### src/hw/i2c_master_params.svh
`ifndef I2C_MASTER_PARAMS_SVH
`define I2C_MASTER_PARAMS_SVH

// i2c_clk cycles per quarter of an SCL period
// One bit on the bus lasts four quarters
`define I2C_QTR_DIV 4

// Width of the read length field
// The field holds the byte count minus one
`define I2C_RD_LEN_W 2

`endif

### src/hw/i2c_master_pkg.sv
`include "i2c_master_params.svh"

package i2c_master_pkg;

    // Controller states
    typedef enum logic [3:0] {
        IDLE,
        START,
        ADDR,
        ADDR_ACK,
        WRITE,
        WRITE_ACK,
        READ,
        READ_ACK,
        STOP,
        HOLD
    } i2c_state_e;

    // User command, sampled on start_i
    typedef struct packed {
        logic [6:0]               addr;
        logic                     rw;
        logic [7:0]               wdata;
        logic [`I2C_RD_LEN_W-1:0] rd_len;
        logic                     restart;
    } i2c_cmd_t;

    typedef struct packed {
        logic busy;
        logic done;
        logic ack_err;
    } i2c_status_t;

    // SCL level plus one-cycle strobes at each quarter of the bit
    typedef struct packed {
        logic scl;
        logic fall;
        logic low_mid;
        logic rise;
        logic high_mid;
    } i2c_phase_t;

endpackage

### src/hw/i2c_scl_gen.sv
`timescale 1ns/100ps

`include "i2c_master_params.svh"

module i2c_scl_gen
    import i2c_master_pkg::*;
(
    input  logic       i2c_clk,
    input  logic       rst_n,
    input  logic       run_i,
    output i2c_phase_t phase_o
);

    localparam int QW = $clog2(`I2C_QTR_DIV);

    logic [QW-1:0] qcnt_q;
    logic [1:0]    pcnt_q;
    logic          scl_q;
    logic          tick;

    // End of a quarter period
    assign tick = run_i && (qcnt_q == QW'(`I2C_QTR_DIV - 1));

    // Counters restart whenever run drops, so each transfer begins at a known phase
    always_ff @(posedge i2c_clk or negedge rst_n) begin
        if (!rst_n) begin
            qcnt_q <= '0;
            pcnt_q <= 2'd0;
        end else if (!run_i) begin
            qcnt_q <= '0;
            pcnt_q <= 2'd0;
        end else if (tick) begin
            qcnt_q <= '0;
            pcnt_q <= pcnt_q + 2'd1;
        end else begin
            qcnt_q <= qcnt_q + 1'b1;
        end
    end

    // SCL moves one cycle after the fall and rise strobes
    // The level holds while run is low, so a held bus stays low
    always_ff @(posedge i2c_clk or negedge rst_n) begin
        if (!rst_n) begin
            scl_q <= 1'b1;
        end else if (run_i && (qcnt_q == '0)) begin
            if (pcnt_q == 2'd1) begin
                scl_q <= 1'b0;
            end else if (pcnt_q == 2'd3) begin
                scl_q <= 1'b1;
            end
        end
    end

    assign phase_o.scl      = scl_q;
    assign phase_o.fall     = tick && (pcnt_q == 2'd0);
    assign phase_o.low_mid  = tick && (pcnt_q == 2'd1);
    assign phase_o.rise     = tick && (pcnt_q == 2'd2);
    assign phase_o.high_mid = tick && (pcnt_q == 2'd3);

endmodule

### src/hw/i2c_byte_shifter.sv
`timescale 1ns/100ps

module i2c_byte_shifter (
    input  logic       i2c_clk,
    input  logic       rst_n,
    input  logic       load_i,
    input  logic [7:0] load_byte_i,
    input  logic       shift_en_i,
    input  logic       capture_en_i,
    input  logic       sda_i,
    output logic       tx_bit_o,
    output logic [7:0] rx_byte_o,
    output logic       last_bit_o
);

    logic [7:0] sreg_q;
    logic [2:0] cnt_q;

    // One register serves both directions; the bit count wraps after eight bits
    always_ff @(posedge i2c_clk or negedge rst_n) begin
        if (!rst_n) begin
            sreg_q <= 8'd0;
            cnt_q  <= 3'd0;
        end else if (load_i) begin
            sreg_q <= load_byte_i;
            cnt_q  <= 3'd0;
        end else if (shift_en_i || capture_en_i) begin
            sreg_q <= {sreg_q[6:0], sda_i};
            cnt_q  <= cnt_q + 3'd1;
        end
    end

    assign tx_bit_o   = sreg_q[7];
    assign rx_byte_o  = sreg_q;
    assign last_bit_o = (cnt_q == 3'd7);

endmodule

### src/hw/i2c_master_fsm.sv
`timescale 1ns/100ps

`include "i2c_master_params.svh"

module i2c_master_fsm
    import i2c_master_pkg::*;
(
    input  logic        i2c_clk,
    input  logic        rst_n,
    input  logic        start_i,
    input  i2c_cmd_t    cmd_i,
    input  i2c_phase_t  phase_i,
    input  logic        sda_i,
    input  logic        tx_bit_i,
    input  logic [7:0]  rx_byte_i,
    input  logic        last_bit_i,
    output logic        run_o,
    output logic        load_o,
    output logic [7:0]  load_byte_o,
    output logic        shift_en_o,
    output logic        capture_en_o,
    output logic        sda_o,
    output i2c_status_t status_o,
    output logic [7:0]  rdata_o,
    output logic        rdata_valid_o
);

    i2c_state_e               state_q;
    i2c_cmd_t                 cmd_q;
    logic [`I2C_RD_LEN_W-1:0] rem_q;
    logic                     sda_q;
    logic                     done_q;
    logic                     ack_err_q;
    logic                     accept;

    // A new command is taken only when the bus is ours and quiet
    assign accept = start_i && ((state_q == IDLE) || (state_q == HOLD));

    assign run_o = (state_q != IDLE) && (state_q != HOLD);

    // Address byte on accept, write byte once the address is acknowledged
    assign load_o = accept ||
                    ((state_q == ADDR_ACK) && phase_i.high_mid && !sda_i && !cmd_q.rw);
    assign load_byte_o = accept ? {cmd_i.addr, cmd_i.rw} : cmd_q.wdata;

    assign shift_en_o   = ((state_q == ADDR) || (state_q == WRITE)) && phase_i.high_mid;
    assign capture_en_o = (state_q == READ) && phase_i.high_mid;

    // Last bit is still on the bus, so it joins the byte here
    assign rdata_valid_o = capture_en_o && last_bit_i;
    assign rdata_o       = {rx_byte_i[6:0], sda_i};

    assign sda_o    = sda_q;
    assign status_o = '{busy: (state_q != IDLE), done: done_q, ack_err: ack_err_q};

    always_ff @(posedge i2c_clk) begin
        if (accept) begin
            cmd_q <= cmd_i;
        end
    end

    always_ff @(posedge i2c_clk or negedge rst_n) begin
        if (!rst_n) begin
            state_q   <= IDLE;
            rem_q     <= '0;
            sda_q     <= 1'b1;
            done_q    <= 1'b0;
            ack_err_q <= 1'b0;
        end else begin
            done_q <= 1'b0;
            if (accept) begin
                state_q   <= START;
                rem_q     <= cmd_i.rd_len;
                ack_err_q <= 1'b0;
            end else begin
                case (state_q)
                    // After a hold, SCL is low at the first fall; wait a full bit
                    START: begin
                        if (phase_i.fall && phase_i.scl) begin
                            sda_q   <= 1'b0;
                            state_q <= ADDR;
                        end
                    end
                    ADDR, WRITE: begin
                        if (phase_i.low_mid) begin
                            sda_q <= tx_bit_i;
                        end
                        if (phase_i.high_mid && last_bit_i) begin
                            state_q <= (state_q == ADDR) ? ADDR_ACK : WRITE_ACK;
                        end
                    end
                    ADDR_ACK, WRITE_ACK: begin
                        if (phase_i.low_mid) begin
                            sda_q <= 1'b1;
                        end
                        if (phase_i.high_mid) begin
                            if (sda_i) begin
                                ack_err_q <= 1'b1;
                                state_q   <= STOP;
                            end else if (state_q == WRITE_ACK) begin
                                state_q <= STOP;
                            end else if (cmd_q.rw) begin
                                state_q <= READ;
                            end else begin
                                state_q <= WRITE;
                            end
                        end
                    end
                    READ: begin
                        if (phase_i.low_mid) begin
                            sda_q <= 1'b1;
                        end
                        if (phase_i.high_mid && last_bit_i) begin
                            state_q <= READ_ACK;
                        end
                    end
                    // ACK while bytes remain, NACK on the last one
                    READ_ACK: begin
                        if (phase_i.low_mid) begin
                            sda_q <= (rem_q == '0);
                        end
                        if (phase_i.high_mid) begin
                            if (rem_q != '0) begin
                                rem_q   <= rem_q - 1'b1;
                                state_q <= READ;
                            end else begin
                                state_q <= STOP;
                            end
                        end
                    end
                    STOP: begin
                        if (phase_i.low_mid) begin
                            if (cmd_q.restart) begin
                                state_q <= HOLD;
                                done_q  <= 1'b1;
                            end else begin
                                sda_q <= 1'b0;
                            end
                        end
                        if (phase_i.high_mid) begin
                            sda_q   <= 1'b1;
                            state_q <= IDLE;
                            done_q  <= 1'b1;
                        end
                    end
                    default: begin
                        state_q <= state_q;
                    end
                endcase
            end
        end
    end

endmodule

### src/hw/i2c_master_top.sv
`timescale 1ns/100ps

module i2c_master_top
    import i2c_master_pkg::*;
(
    input  logic        i2c_clk,
    input  logic        rst_n,
    input  logic        start_i,
    input  i2c_cmd_t    cmd_i,
    input  logic        sda_i,
    output i2c_status_t status_o,
    output logic [7:0]  rdata_o,
    output logic        rdata_valid_o,
    output logic        scl_o,
    output logic        sda_o
);

    logic       run;
    i2c_phase_t phase;
    logic       load;
    logic [7:0] load_byte;
    logic       shift_en;
    logic       capture_en;
    logic       tx_bit;
    logic [7:0] rx_byte;
    logic       last_bit;

    i2c_scl_gen u_scl_gen (
        .i2c_clk (i2c_clk),
        .rst_n   (rst_n),
        .run_i   (run),
        .phase_o (phase)
    );

    i2c_byte_shifter u_shifter (
        .i2c_clk      (i2c_clk),
        .rst_n        (rst_n),
        .load_i       (load),
        .load_byte_i  (load_byte),
        .shift_en_i   (shift_en),
        .capture_en_i (capture_en),
        .sda_i        (sda_i),
        .tx_bit_o     (tx_bit),
        .rx_byte_o    (rx_byte),
        .last_bit_o   (last_bit)
    );

    i2c_master_fsm u_fsm (
        .i2c_clk       (i2c_clk),
        .rst_n         (rst_n),
        .start_i       (start_i),
        .cmd_i         (cmd_i),
        .phase_i       (phase),
        .sda_i         (sda_i),
        .tx_bit_i      (tx_bit),
        .rx_byte_i     (rx_byte),
        .last_bit_i    (last_bit),
        .run_o         (run),
        .load_o        (load),
        .load_byte_o   (load_byte),
        .shift_en_o    (shift_en),
        .capture_en_o  (capture_en),
        .sda_o         (sda_o),
        .status_o      (status_o),
        .rdata_o       (rdata_o),
        .rdata_valid_o (rdata_valid_o)
    );

    // SCL is released when idle; during a hold it keeps the generator's low level
    assign scl_o = phase.scl | ~(run | status_o.busy);

endmodule

### config.mk
export PLATFORM = sky130hd
export DESIGN_NAME = i2c_master_top
export DESIGN_NICKNAME = d
export VERILOG_FILES = /design/src/hw/i2c_master_pkg.sv /design/src/hw/i2c_scl_gen.sv /design/src/hw/i2c_byte_shifter.sv /design/src/hw/i2c_master_fsm.sv /design/src/hw/i2c_master_top.sv
export VERILOG_INCLUDE_DIRS = /design/src /design/src/hw
export SDC_FILE = /design/constraint.sdc
export NUM_CORES = 1
export LEC_CHECK = 0
export BUFFER_PORTS_ARGS = -buffer_cell sky130_fd_sc_hd__buf_2
export CELL_PAD_IN_SITES_DETAIL_PLACEMENT = 0
export CELL_PAD_IN_SITES_GLOBAL_PLACEMENT = 1
export CORE_MARGIN = 3
export CORE_UTILIZATION = 45
export DETAILED_ROUTE_END_ITERATION = 16
export HOLD_SLACK_MARGIN = 0.06
export PLACE_DENSITY = 0.86
export SLEW_MARGIN = 20
export SYNTH_ARGS = -nofsm -noshare
export SYNTH_HDL_FRONTEND = slang
export SYNTH_SLANG_ARGS = --single-unit
### constraint.sdc
create_clock -name i2c_clk -period 3.8 [get_ports i2c_clk]
set_clock_uncertainty 0.05 [all_clocks]
set_input_delay 0.38 -clock i2c_clk [delete_from_list [all_inputs] [get_ports i2c_clk]]
set_output_delay 0.38 -clock i2c_clk [all_outputs]
set_load 0.005 [all_outputs]
* After elaboration in Yosys (flattened, before gate mapping)
Cells that the tools add are included.
** Word-level totals
- Output and inout port bits :: 14
- Word-level logic and storage cells :: 140
- Latch bits :: 0
- Bits in registers :: 35
- Memories kept :: 0
- Bits in writable memories :: 0
- Bits of input ports :: 23
- Bits in read-only memories :: 0
** Cells by class
- Reductions and logical operators :: 44
- $lt $le $gt $ge :: 0
- Bitwise operators :: 4
- Eq/ne operators :: 28
- Add/sub/neg operators :: 4
- Multiplexer cells :: 47
- Multiply operators :: 0
- Shift operators :: 0
- Div/mod/pow operators :: 0
** Operators by type and width (count)
- 4-bit 2-to-1 mux :: 12
- 8-bit 2-to-1 mux :: 3
- 4-bit one-hot mux with 6 select lines :: 1
- 1-bit 2-to-1 mux :: 18
- 2-bit 2-to-1 mux :: 9
- 4-bit by 3-bit equality test with 1-bit output (second input constant) :: 4
- 8-bit AND reduction :: 2
- 2-bit nonzero test :: 8
- 1-bit logical AND :: 15
- 3-bit by 1-bit inequality test with 1-bit output (second input constant) :: 4
- 3-bit 2-to-1 mux :: 3
- 3-bit by 2-bit inequality test with 1-bit output (second input constant) :: 3
- 4-bit by 2-bit equality test with 1-bit output (second input constant) :: 2
- 4-bit equality test (second input constant) :: 2
- 7-bit nonzero test :: 1
- 2-bit zero test :: 3
- 2-bit by 1-bit inequality test with 1-bit output (second input constant) :: 3
- 3-bit AND reduction :: 2
- 1-bit one-hot mux with 5 select lines :: 1
- 5-bit nonzero test :: 1
- 2-bit by 1-bit adder with 2-bit output (second input constant) :: 2
- 2-bit equality test (second input constant) :: 2
- 4-bit by 1-bit equality test with 1-bit output (second input constant) :: 1
- 4-bit zero test :: 1
- 16 further kinds :: 24

* Depth between registers and ports, before layout
Gate-level depths: netlist of the first run.
- Depth after elaboration :: 9
- Gate-level depth with buffers :: 8
- Depth with buffers taken out :: 7

* Cells and area by module
From an unflattened synthesis of the first run, not the netlist that was laid out.
** Second synthesis, totals
- Cell total of the unflattened synthesis :: 214
- Area, all modules :: 2195.9 µm²
** By module, submodules not included
- i2c_master_fsm :: area an instance 1265.0 µm², seq. area each 526.8 µm², instances 1, cells each 131
- i2c_byte_shifter :: area an instance 611.8 µm², seq. area each 275.3 µm², instances 1, cells each 53
- i2c_scl_gen :: area an instance 311.5 µm², seq. area each 126.4 µm², instances 1, cells each 29
- i2c_master_top :: area an instance 7.5 µm², seq. area each 0.0 µm², instances 1, cells each 1

* Worst setup path before layout of the first run
Ideal clock, no wire load.
- Kind :: flip-flop to flip-flop
- Start point :: reg u_scl_gen.qcnt_q[0]
- End point :: reg u_fsm.state_q[2]
- Clock period less this slack :: 1879 ps
- Buffers on the path :: 1
- Data required time :: 3625 ps
- Stages on the path, launching flop included :: 8
- Data arrival time :: 1704 ps
- Setup time :: 125 ps
- Setup slack :: 1921 ps
- Path through :: dfrtp_1 -> ha_1 -> buf_4 -> nand3_1 -> and2_1 -> a221oi_1 -> and3_4 -> mux2_4
** On the way
- Word-level cells in the longest chain between the ends :: 6
- Elaborated cells on any way between the ends :: 18
- Classes of those cells :: eq/ne (8); mux (3); reduce/logical (7)
** Ends and longest elaborated chain
- start, declared :: RTL line i2c_scl_gen.sv:16 : logic [QW-1:0] qcnt_q;
- start signal, assigned :: RTL line i2c_scl_gen.sv:36 : qcnt_q <= qcnt_q + 1'b1;
- 2-bit equality test * :: RTL line i2c_scl_gen.sv:22 : assign tick = run_i && (qcnt_q == QW'(`I2C_QTR_DIV - 1));
- 1-bit logical AND * :: RTL line i2c_scl_gen.sv:22
- 1-bit logical AND (on tied branches) :: RTL line i2c_scl_gen.sv:58, i2c_scl_gen.sv:55
- 4-bit 2-to-1 mux (tied with other cells) :: RTL line i2c_master_fsm.sv:140 : if (phase_i.high_mid) begin
- 4-bit one-hot mux with 6 select lines (tied with other cells) :: RTL line i2c_master_fsm.sv:76 : case (state_q)
- 4-bit 2-to-1 mux / 8-bit AND reduction (equally long branches)
- end signal, assigned :: RTL line i2c_master_fsm.sv:89 : state_q <= (state_q == ADDR) ? ADDR_ACK : WRITE_ACK;
- end signal, assigned :: RTL line i2c_master_fsm.sv:147 : state_q <= state_q;
- end, declared :: RTL line i2c_master_fsm.sv:28 : i2c_state_e state_q;
Mark *: on every way between the ends. The rest lies on a longest branch, timed or not.
A chain may end at the register's enable or synchronous reset.

* Worst setup path after layout of the first run
- Start point :: reg u_fsm.state_q[3]
- End point :: reg u_fsm.cmd_q[8] (netlist name) (enable)
** On the way
- Word-level cells in the longest chain between the ends :: 3
- Elaborated cells on any way between the ends :: 4
- Classes of those cells :: eq/ne (1); reduce/logical (3)
** Ends and longest elaborated chain
- 4-bit equality test / 4-bit zero test (equally long branches) :: RTL line i2c_master_fsm.sv:37 : assign accept = start_i && ((state_q == IDLE) || (state_q == HOLD));
- 1-bit logical OR * :: RTL line i2c_master_fsm.sv:37
- 1-bit logical AND * :: RTL line i2c_master_fsm.sv:37
- net u_fsm.accept :: RTL line i2c_master_fsm.sv:34 : logic accept;
- end signal, assigned :: RTL line i2c_master_fsm.sv:58 : cmd_q <= cmd_i;
- end, declared :: RTL line i2c_master_fsm.sv:29 : i2c_cmd_t cmd_q;
Mark *: on every way through the listed nets, which the timed path passes. The rest lies on a longest branch.

==> results.yml, run 1 <==
place:
  io_buffers: 36
  dpl.cell_count: 257
  gp_congestion: 0.9095
  dp_slack_ps: 1519
  hpwl_mm: 2.940
timing:
  setup_slack_ps: 1518
  hold_viol: 0
  fin_crit_ps: 2282
  setup_tns_ps: 0
  period_share_pct: 60.06
  rsz0062_at_grt: "no"
  max_slew_margin_pct: 61.51
  worstMarginPinSlew_ps: 577.3
  timing.fmax_ghz: 0.4382
  setup_violations: 0
  drv_slew: 0
drt:
  vias_per_cell: 5.665
  routedWlPerCell_um: 15.08
  routed_wl_mm: 4.010
  drcViolationCount: 0
  ant_nets: 0
  drt_iter0_drc: 135
  vias: 1507
  dr.pass1.iters: 4
grt:
  antenna_found_initial: 0
  grt_pass1_wl_mm: 7.010
  grt_max_degree: 26
  grt-ovfl-total: 0
  grt_pass1_vias: 1513
  grt_usage_pct: 17.69
logic_synthesis:
  syn_area_per_cell_um2: 10.64
  syn_nets: 213
  synth_edf_count: 10
  synth_seq_area_share_pct: 47.96
  yosys.area_share.adder_pct: 5.171
  yosys.area_share.xor_xnor_pct: 0.9050
  synthMuxAreaShare_pct: 3.943
  synthCells: 182
  syn_area_mm2: 0.001936
  synth_compound_area_share_pct: 20.30
  synthFlopType: "dfrtp_1"
  yosysUniqueCellTypes: 50
  synth_seq_cells: 35
  yosysWarnings: 0
  async_flop_share_pct: 71.43
  synth_top_family_by_area: "compound AO/OA/AOI/OAI gates"
  yosys.area_share.simple_pct: 15.71
setup_path:
  cpPeakStageDelay_ps: 670
  reg2reg_depth: 4
  path_delay_family: "simple AND/OR/NAND/NOR gates"
  r2r_start: "u_fsm.state_q[3]"
  endpoint_kind: "register"
  path_buf_inv: 1
  crit_path_top_delay_cell: "dfrtp_1"
  critPathCapture: "u_fsm.cmd_q[8]"
  cp.required_ps: 3680
  critPathKind: "reg2reg"
  crit_arrival_ps: 2160
  reg2reg_slack_ps: 1520
  crit_path_cell_trace: "and2b_1 > nor3_4 > nand2_2 > inv_1"
  cp-startpoint: "u_fsm.state_q[3]"
  cp_max_fo: 19
  r2r_end: "u_fsm.cmd_q[8]"
  cp.depth: 4
  worstSetupStartpointType: "register"
clock_network:
  clockBufferDepth: 2
  cts_root_buf: "clkbuf_8"
  clk_latency_ps: 280
  htreeDepth: 2
  cts_tree: "yes"
  post_cts_buffers: 0
  clock-sinks: 35
  cts_made_buffers: 5
  clk_pin_slew_ps: 70
cells_and_area:
  layout-drive-gt1-share_pct: 27.78
  antenna_cells: 0
  fillers: 382
  syn2layout_area_growth_pct: 13.83
  final_nets: 246
  fin_util_pct: 53.92
  post_layout_nonfiller_instances: 266
power_and_ir_drop:
  seqPwrFrac_pct: 41.6
  p_switching_mw: 0.6010
  cellPowerDensity_mw_per_mm2: 723.5
  switching_share_pct: 37.70
  power.leakage_nw: 0.9765
  clock_power_share_pct: 17.1
  p_comb_share_pct: 41.4
  vdd_drop_max_mv: 0.3663
  internal_power_mw: 0.9931
floorplan:
  start_util_pct: 47.37
  die_h_um: 71.59
  rows: 23
  die_w_um: 71.59
  pin_count: 37
  core_mm2: 0.004086
  die_area_mm2: 0.005124
job:
  drv_cap: 0
worst_hold_path:
  min_path_type: "in2reg"
outcome:
  status: "complete, no violations"
[layout make-up]
| cell class | instances | area, um2 | area share (%) |
|---|---|---|---|
| tap | 50 | 62.56 | 2.839 |
| clock inverter | 1 | 3.754 | 0.1704 |
| timing repair buffer | 37 | 190.2 | 8.631 |
| clock buffer | 7 | 86.33 | 3.918 |
| inverter | 11 | 41.29 | 1.874 |
| multi-input combinational | 125 | 890.9 | 40.43 |
| sequential | 35 | 928.4 | 42.14 |
[logic make-up (layout without fill, tap and decap cells)]
logic type               count (synthesis)  count (layout)
XOR/XNOR                                 2               2
AO/OA/AOI/OAI                           51              51
AND/OR/NAND/NOR                         57              57
flip-flops                              35              35
multiplexers                             7               7
adder cells (fa/ha/maj)                  8               8
buffers and inverters                   22              56
[state kept, by name (all words and copies together) (netlist names)]
register             flops
u_fsm.ack_err_q          1
u_shifter.cnt_q          3
u_scl_gen.pcnt_q         2
u_fsm.sda_o              1
u_scl_gen.scl_q          1
u_fsm.state_q            4
u_shifter.rx_byte_o      8
u_fsm.cmd_q             10
u_fsm.done_q             1
u_fsm.rem_q              2
u_scl_gen.qcnt_q         2
[how the worst min path moves through the flow]
stage | start | end | slack, ps | cells after the start
floorplan | rst_n | u_fsm.ack_err_q | 30 | 0
global placement | rst_n | u_scl_gen.qcnt_q[1] | 350 | 1
detailed placement | rst_n | u_scl_gen.qcnt_q[1] | 370 | 1
CTS | cmd_i[7] | u_fsm.cmd_q[7] | 210 | 1
global route | cmd_i[6] | u_fsm.cmd_q[6] | 200 | 1
finish | cmd_i[7] | u_fsm.cmd_q[7] | 220 | 1
[layer usage]
| metal | global-route usage (%) | routed length [um] | vias up |
|---|---|---|---|
| li1 | - | - | 732 |
| met1 | 23.64 | 1804 | 713 |
| met2 | 27.45 | 1906 | 55 |
| met3 | 4.909 | 239 | 7 |
| met4 | 6.681 | 61 | 0 |
| met5 | 0 | 0 | - |
[power groups by stage]
stage / clock, mW / combinational, mW / sequential [mW]
6_report: 0.272 / 0.660 / 0.662
5_1_grt: 0.300 / 0.749 / 0.688
4_1_cts: 0.281 / 0.665 / 0.662
3_5_place_dp: 0 / 0.659 / 0.667
3_3_place_gp: 0 / 0.653 / 0.669
2_1_floorplan: 0 / 0.560 / 0.613
[metrics by stage]
step | instance area, um2 | power (mW) | hold slack [ps]
after global placement | 2103 | 1.323 | 355.0
final | 2203 | 1.594 | 218.6
after detailed placement | 2103 | 1.327 | 371.4
after CTS | 2203 | 1.608 | 208.3
after floorplan | 1936 | 1.173 | 34.41
after global routing | 2203 | 1.738 | 201.7
[what timing repair did]
item | 4_1_cts | 5_1_grt
gates resized for setup | 0 | 0
endpoints found under the hold margin | 12 | 0
hold buffers | 1 | 0
[Yosys cell counts (2+ instances only)]
library cell   n  share of area [%]
dfrtp_1       23                 30
nor2_1        17                3.3
nand2_1       12                2.3
inv_1         11                2.1
edfxtp_1      10                 16
a21oi_1        9                2.3
o221a_2        9                5.2
ha_1           8                5.2
o22a_1         8                3.6
o21ai_0        7                1.8
buf_4          6                2.3
mux2i_1        5                2.6
a31oi_1        4                1.3
nor3_1         4                1.0
buf_2          3               0.78
nand2b_1       3               0.97
nand3_1        3               0.78
a21o_1         2               0.78
and2_1         2               0.65
and3_1         2               0.65
dfstp_2        2                2.7
nor2b_1        2               0.65
nor4_1         2               0.65
xnor2_1        2               0.91
[layout by cell type, fill, tap and decap left out, types with 3 or more instances in the layout]
cell,n
buf_2,36
dfrtp_1,23
nor2_1,17
nand2_1,12
inv_1,11
edfxtp_1,10
a21oi_1,9
o221a_2,9
o22a_1,8
ha_1,8
o21ai_0,7
clkbuf_8,6
mux2i_1,5
nor3_1,4
a31oi_1,4
nand3_1,3
nand2b_1,3
Note: power is estimated with default switching activity, not from simulation.
==> run 2, diff against run 1 <==
--- a/config.mk
+++ b/config.mk
@@ -10,10 +10,10 @@
 export CELL_PAD_IN_SITES_DETAIL_PLACEMENT = 0
 export CELL_PAD_IN_SITES_GLOBAL_PLACEMENT = 1
 export CORE_MARGIN = 3
-export CORE_UTILIZATION = 45
+export CORE_UTILIZATION = 38
 export DETAILED_ROUTE_END_ITERATION = 16
 export HOLD_SLACK_MARGIN = 0.06
-export PLACE_DENSITY = 0.86
+export PLACE_DENSITY = 0.77
 export SLEW_MARGIN = 20
 export SYNTH_ARGS = -nofsm -noshare
 export SYNTH_HDL_FRONTEND = slang
==> constraint.sdc (replaced) <==
create_clock -name i2c_clk -period 2.05 [get_ports i2c_clk]
set_clock_uncertainty 0.05 [all_clocks]
set_input_delay 0.205 -clock i2c_clk [delete_from_list [all_inputs] [get_ports i2c_clk]]
set_output_delay 0.205 -clock i2c_clk [all_outputs]
set_load 0.005 [all_outputs]
==> run 2 against run 1 <==
Effect of this change:
- clock power increased by 140%
- core utilization decreased by 2.5 points
- non-clock buffer count increased by 26
- worst hold slack got worse by 130 ps
- register-to-register slack got worse by 1400 ps
- combinational power increased by 110%
- worst setup slack got worse by 1400 ps
- sequential share of layout area decreased by 4.6 points
- critical path depth increased by 2
- first-iteration DRC count decreased by 27%
- total power increased by 100%
- final cell count increased by 16%
==> results.yml, run 2 (synthesis results as in run 1) <==
floorplan:
  start_util_pct: 40.18
  pin_count: 37
  die_h_um: 77.37
  core_mm2: 0.004817
  die_w_um: 77.37
  die_area_mm2: 0.005986
  rows: 25
place:
  io_buffers: 36
  hpwl_mm: 3.263
  dpl.cell_count: 290
  gp_congestion: 0.8631
timing:
  fin_crit_ps: 1949
  timing.fmax_ghz: 0.5131
  setup_tns_ps: 0
  max_slew_margin_pct: 63.03
  period_share_pct: 95.07
  hold_viol: 0
  setup_violations: 0
  rsz0062_at_grt: "no"
  drv_slew: 0
  worstMarginPinSlew_ps: 554.6
clock_network:
  cts_made_buffers: 5
  cts_tree: "yes"
  cts_root_buf: "clkbuf_8"
  clockBufferDepth: 2
  htreeDepth: 2
  clk_pin_slew_ps: 80
  clock-sinks: 35
  post_cts_buffers: 0
  clk_latency_ps: 290
setup_path:
  path_delay_family: "simple AND/OR/NAND/NOR gates"
  critPathKind: "reg2reg"
  worstSetupStartpointType: "register"
  cp.required_ps: 2180
  cpPeakStageDelay_ps: 380
  reg2reg_slack_ps: 100
  critPathCapture: "u_fsm.state_q[2]"
  r2r_start: "u_scl_gen.qcnt_q[0]"
  cp_max_fo: 5
  endpoint_kind: "register"
  cp.depth: 6
  crit_arrival_ps: 2080
  r2r_end: "u_fsm.state_q[2]"
  reg2reg_depth: 6
  crit_path_cell_trace: "ha_1 > nand3_1 > and2_1 > a221oi_1 > and3_4 > mux2_4"
  crit_path_top_delay_cell: "dfrtp_1"
  path_buf_inv: 0
  cp-startpoint: "u_scl_gen.qcnt_q[0]"
drt:
  routed_wl_mm: 4.386
  drcViolationCount: 0
  dr.pass1.iters: 4
  vias: 1583
  routedWlPerCell_um: 14.19
  drt_iter0_drc: 98
  vias_per_cell: 5.123
  ant_nets: 0
grt:
  antenna_found_initial: 0
  grt_pass1_vias: 1618
  grt_usage_pct: 15.77
  grt_max_degree: 26
  grt_pass1_wl_mm: 7.562
  grt-ovfl-total: 0
power_and_ir_drop:
  cellPowerDensity_mw_per_mm2: 1310
  vdd_drop_max_mv: 0.5732
  power.leakage_nw: 1.103
  p_total_mw: 3.242
outcome:
  status: "complete, no violations"
cells_and_area:
  layout_common_cells: "buf_2, dfrtp_1, nor2_1, buf_4, nand2_1"
  final_nets: 272
  post_layout_nonfiller_instances: 309
  layout-drive-gt1-share_pct: 33.47
  mostFrequentLayoutCell: "buf_2"
  syn2layout_area_growth_pct: 27.86
  largest_reg_flops: 10
  regMostFlops: "u_fsm.cmd_q"
  antenna_cells: 0
worst_hold_path:
  min_path_type: "in2reg"
job:
  drv_cap: 0
[run 2: stage by stage]
step | hold WS [ps] | utilization, % | setup slack (ps) | instance area [um2]
floorplan | -140.6 | - | 170.9 | 1936
global placement | 187.8 | 46.60 | 156.1 | 2245
detailed placement | 191.0 | 46.60 | 111.8 | 2245
CTS | 90.52 | 51.27 | 85.91 | 2470
global route | 108.9 | 51.38 | 6.579 | 2475
finish | 92.23 | 51.38 | 101.1 | 2475
[run 2: repair_timing]
action	in CTS	in global routing
resized for setup	0	3
endpoints found under the hold margin	33	0
hold buffers	11	0
endpoints found under the setup margin	0	2
[run 2: worst reg2reg max path: cells and delay by family (launching register included)]
kind	cells	cell delay (ps)
AND/OR/NAND/NOR	3	600
flip-flops	1	380
multiplexers	1	290
adder cells (fa/ha/maj)	1	260
AO/OA/AOI/OAI	1	260
[run 2: area by class of cell]
class                           count  area (um2)
Sequential cell                    35       929.6
Clock inverter                      3       46.29
Fill cell                         457        2342
Inverter                           11       41.29
Timing Repair Buffer               63       410.4
Tap cell                           67       83.83
Clock buffer                        5       68.82
Multi-Input combinational cell    125       894.6
[run 2: how the worst min path moves through the flow]
| stage | end | slack (ps) | cells after the start | start |
|---|---|---|---|---|
| 6_report | u_fsm.rem_q[1] | 90 | 3 | cmd_i[2] |
| 2_1_floorplan | u_fsm.ack_err_q | -140 | 0 | rst_n |
| 3_3_place_gp | u_fsm.done_q | 190 | 1 | rst_n |
| 4_1_cts | u_fsm.rem_q[1] | 90 | 3 | cmd_i[2] |
| 3_5_place_dp | u_fsm.done_q | 190 | 1 | rst_n |
| 5_1_grt | u_fsm.rem_q[1] | 110 | 3 | cmd_i[2] |
[run 2: power by group]
group	leakage, nW	internal, mW	switching [mW]
clock network	0.0548	0.366	0.275
logic	0.664	0.717	0.682
registers	0.385	0.977	0.224
[run 2: routing by layer]
metal,vias up,wire length (um),track usage (%)
li1,792,-,-
met1,743,1962,20.55
met2,46,2123,25.56
met3,2,282,3.828
met4,0,19,5.516
met5,-,0,0
==> run 3, diff against run 2 <==
--- a/config.mk
+++ b/config.mk
@@ -12,6 +12,7 @@
 export CORE_MARGIN = 3
 export CORE_UTILIZATION = 38
 export DETAILED_ROUTE_END_ITERATION = 16
+export GPL_TIMING_DRIVEN = 0
 export HOLD_SLACK_MARGIN = 0.06
 export PLACE_DENSITY = 0.77
 export SLEW_MARGIN = 20
==> run 3 against run 2 <==
Effect of this change:
- critical path depth up 1
- sequential share of layout area up 0.66 points
- non-clock buffer count down 5
- sequential cell count unchanged
- critical endpoint unchanged
- largest cell class unchanged
- highest routed layer unchanged
==> results.yml, run 3 (synthesis results as in run 1) <==
outcome:
  status: "complete, no violations"
drt:
  vias: 1600
  dr.pass1.iters: 4
  routedWlPerCell_um: 14.57
  vias_per_cell: 5.263
  ant_nets: 0
  drcViolationCount: 0
  drt_iter0_drc: 83
  routed_wl_mm: 4.430
setup_path:
  cp.required_ps: 2180
  cp_max_fo: 10
  crit_arrival_ps: 2140
  worstSetupStartpointType: "register"
  endpoint_kind: "register"
  critPathKind: "reg2reg"
power_and_ir_drop:
  power.leakage_nw: 1.057
  cellPowerDensity_mw_per_mm2: 1273
  vdd_drop_max_mv: 0.4817
  p_total_mw: 3.091
cells_and_area:
  layout_common_cells: "buf_2, dfrtp_1, nor2_1, dlygate4sd3_1"
  regMostFlops: "u_fsm.cmd_q"
  final_nets: 267
  multi_input_area_um2: 920.9
  syn2layout_area_growth_pct: 25.47
  post_layout_nonfiller_instances: 304
  layout-drive-gt1-share_pct: 33.33
  mostFrequentLayoutCell: "buf_2"
  antenna_cells: 0
  final_cell_area_mm2: 0.002429
  largest_reg_flops: 10
  fin_util_pct: 50.42
  fillers: 465
  seq_area_um2: 928.4
clock_network:
  cts_root_buf: "clkbuf_8"
  clk_latency_ps: 290
  post_cts_buffers: 0
  clockBufferDepth: 2
  clk_pin_slew_ps: 70
  htreeDepth: 2
  clock-sinks: 35
  cts_tree: "yes"
  cts_made_buffers: 5
timing:
  timing.fmax_ghz: 0.4953
  hold_viol: 0
  worstMarginPinSlew_ps: 575.9
  setup_violations: 0
  fin_crit_ps: 2019
  drv_slew: 0
  period_share_pct: 98.49
  max_slew_margin_pct: 61.61
  rsz0062_at_grt: "yes"
floorplan:
  die_area_mm2: 0.005986
  start_util_pct: 40.18
  die_w_um: 77.37
  core_mm2: 0.004817
  rows: 25
  pin_count: 37
  die_h_um: 77.37
place:
  io_buffers: 36
  hpwl_mm: 3.186
  gp_congestion: 0.7727
  placed_area_mm2: 0.002200
  dpl.cell_count: 285
grt:
  antenna_found_initial: 0
  grt_pass1_wl_mm: 7.500
  grt-ovfl-total: 0
  grt_pass1_vias: 1597
  grt_max_degree: 26
  grt_usage_pct: 15.62
job:
  drv_cap: 0
worst_hold_path:
  min_path_type: "in2reg"
-- run 3: changes by cell type in the layout (fill, tap and decap cells not counted), sizes merged --
| cell | change |
|---|---|
| bufinv | -1 |
| inv | -2 |
| clkbuf | +2 |
| clkinv | +2 |
| buf | -6 |
-- run 3: layer usage --
layer  up-vias  routed length (um)  global-route usage, %
li1        778                   -                      -
met1       766                2056                  19.36
met2        50                2082                  25.65
met3         6                 240                  4.872
met4         0                  51                  5.516
met5         -                   0                      0
-- run 3: worst max-delay path: stages, from the launching register on --
cell and delay, ps:
dfrtp_1 380, ha_2 220, buf_6 150, nand3_1 140, and2_1 220, a221oi_2 230, and3_4 240, mux2_4 290
-- run 3: final cells by class --
cell class,instances,area share [%]
timing repair buffer,47,11.95
sequential,35,38.23
clock inverter,2,0.3606
multi-input combinational,125,37.92
tap,67,3.452
inverter,11,1.855
buffer,11,3.246
clock buffer,6,2.988
-- run 3: timing repair --
| item | CTS | global route |
|---|---|---|
| endpoints found under the hold margin | 33 | 0 |
| setup endpoints to repair | 13 | 14 |
| pin swaps | 0 | 0 |
| hold buffers | 11 | 0 |
| gates resized for setup | 3 | 7 |
-- run 3: final timing paths --
check | endpoint | slack (ps) | start | depth (start not counted)
worst max-delay path | u_fsm.state_q[2] | 30 | u_scl_gen.qcnt_q[0] | 7
worst min-delay path | u_fsm.rem_q[1] | 100 | cmd_i[2] | 3
worst max register to register | u_fsm.state_q[2] | 30 | u_scl_gen.qcnt_q[0] | 7
worst min register to register | u_scl_gen.qcnt_q[0] | 430 | u_scl_gen.qcnt_q[0] | 1
max in group asynchronous | u_shifter.cnt_q[1] | 1170 | rst_n | 2
min in group asynchronous | u_fsm.state_q[2] | 400 | rst_n | 2
-- run 3: report_power, final --
group / internal (mW) / switching (mW)
Sequential: 0.976 / 0.193
Clock: 0.234 / 0.251
Combinational: 0.698 / 0.739
Total: 1.91 / 1.18
-- run 3: per-stage QoR --
stage	setup TNS, ps	setup WS, ps	hold WS (ps)
after floorplan	0	170.9	-140.6
after global placement	-840.9	-78.78	191.3
after detailed placement	-753.1	-72.55	197.2
after CTS	0	7.582	100.7
after global routing	-289.6	-92.10	126.1
final	0	30.87	103.6
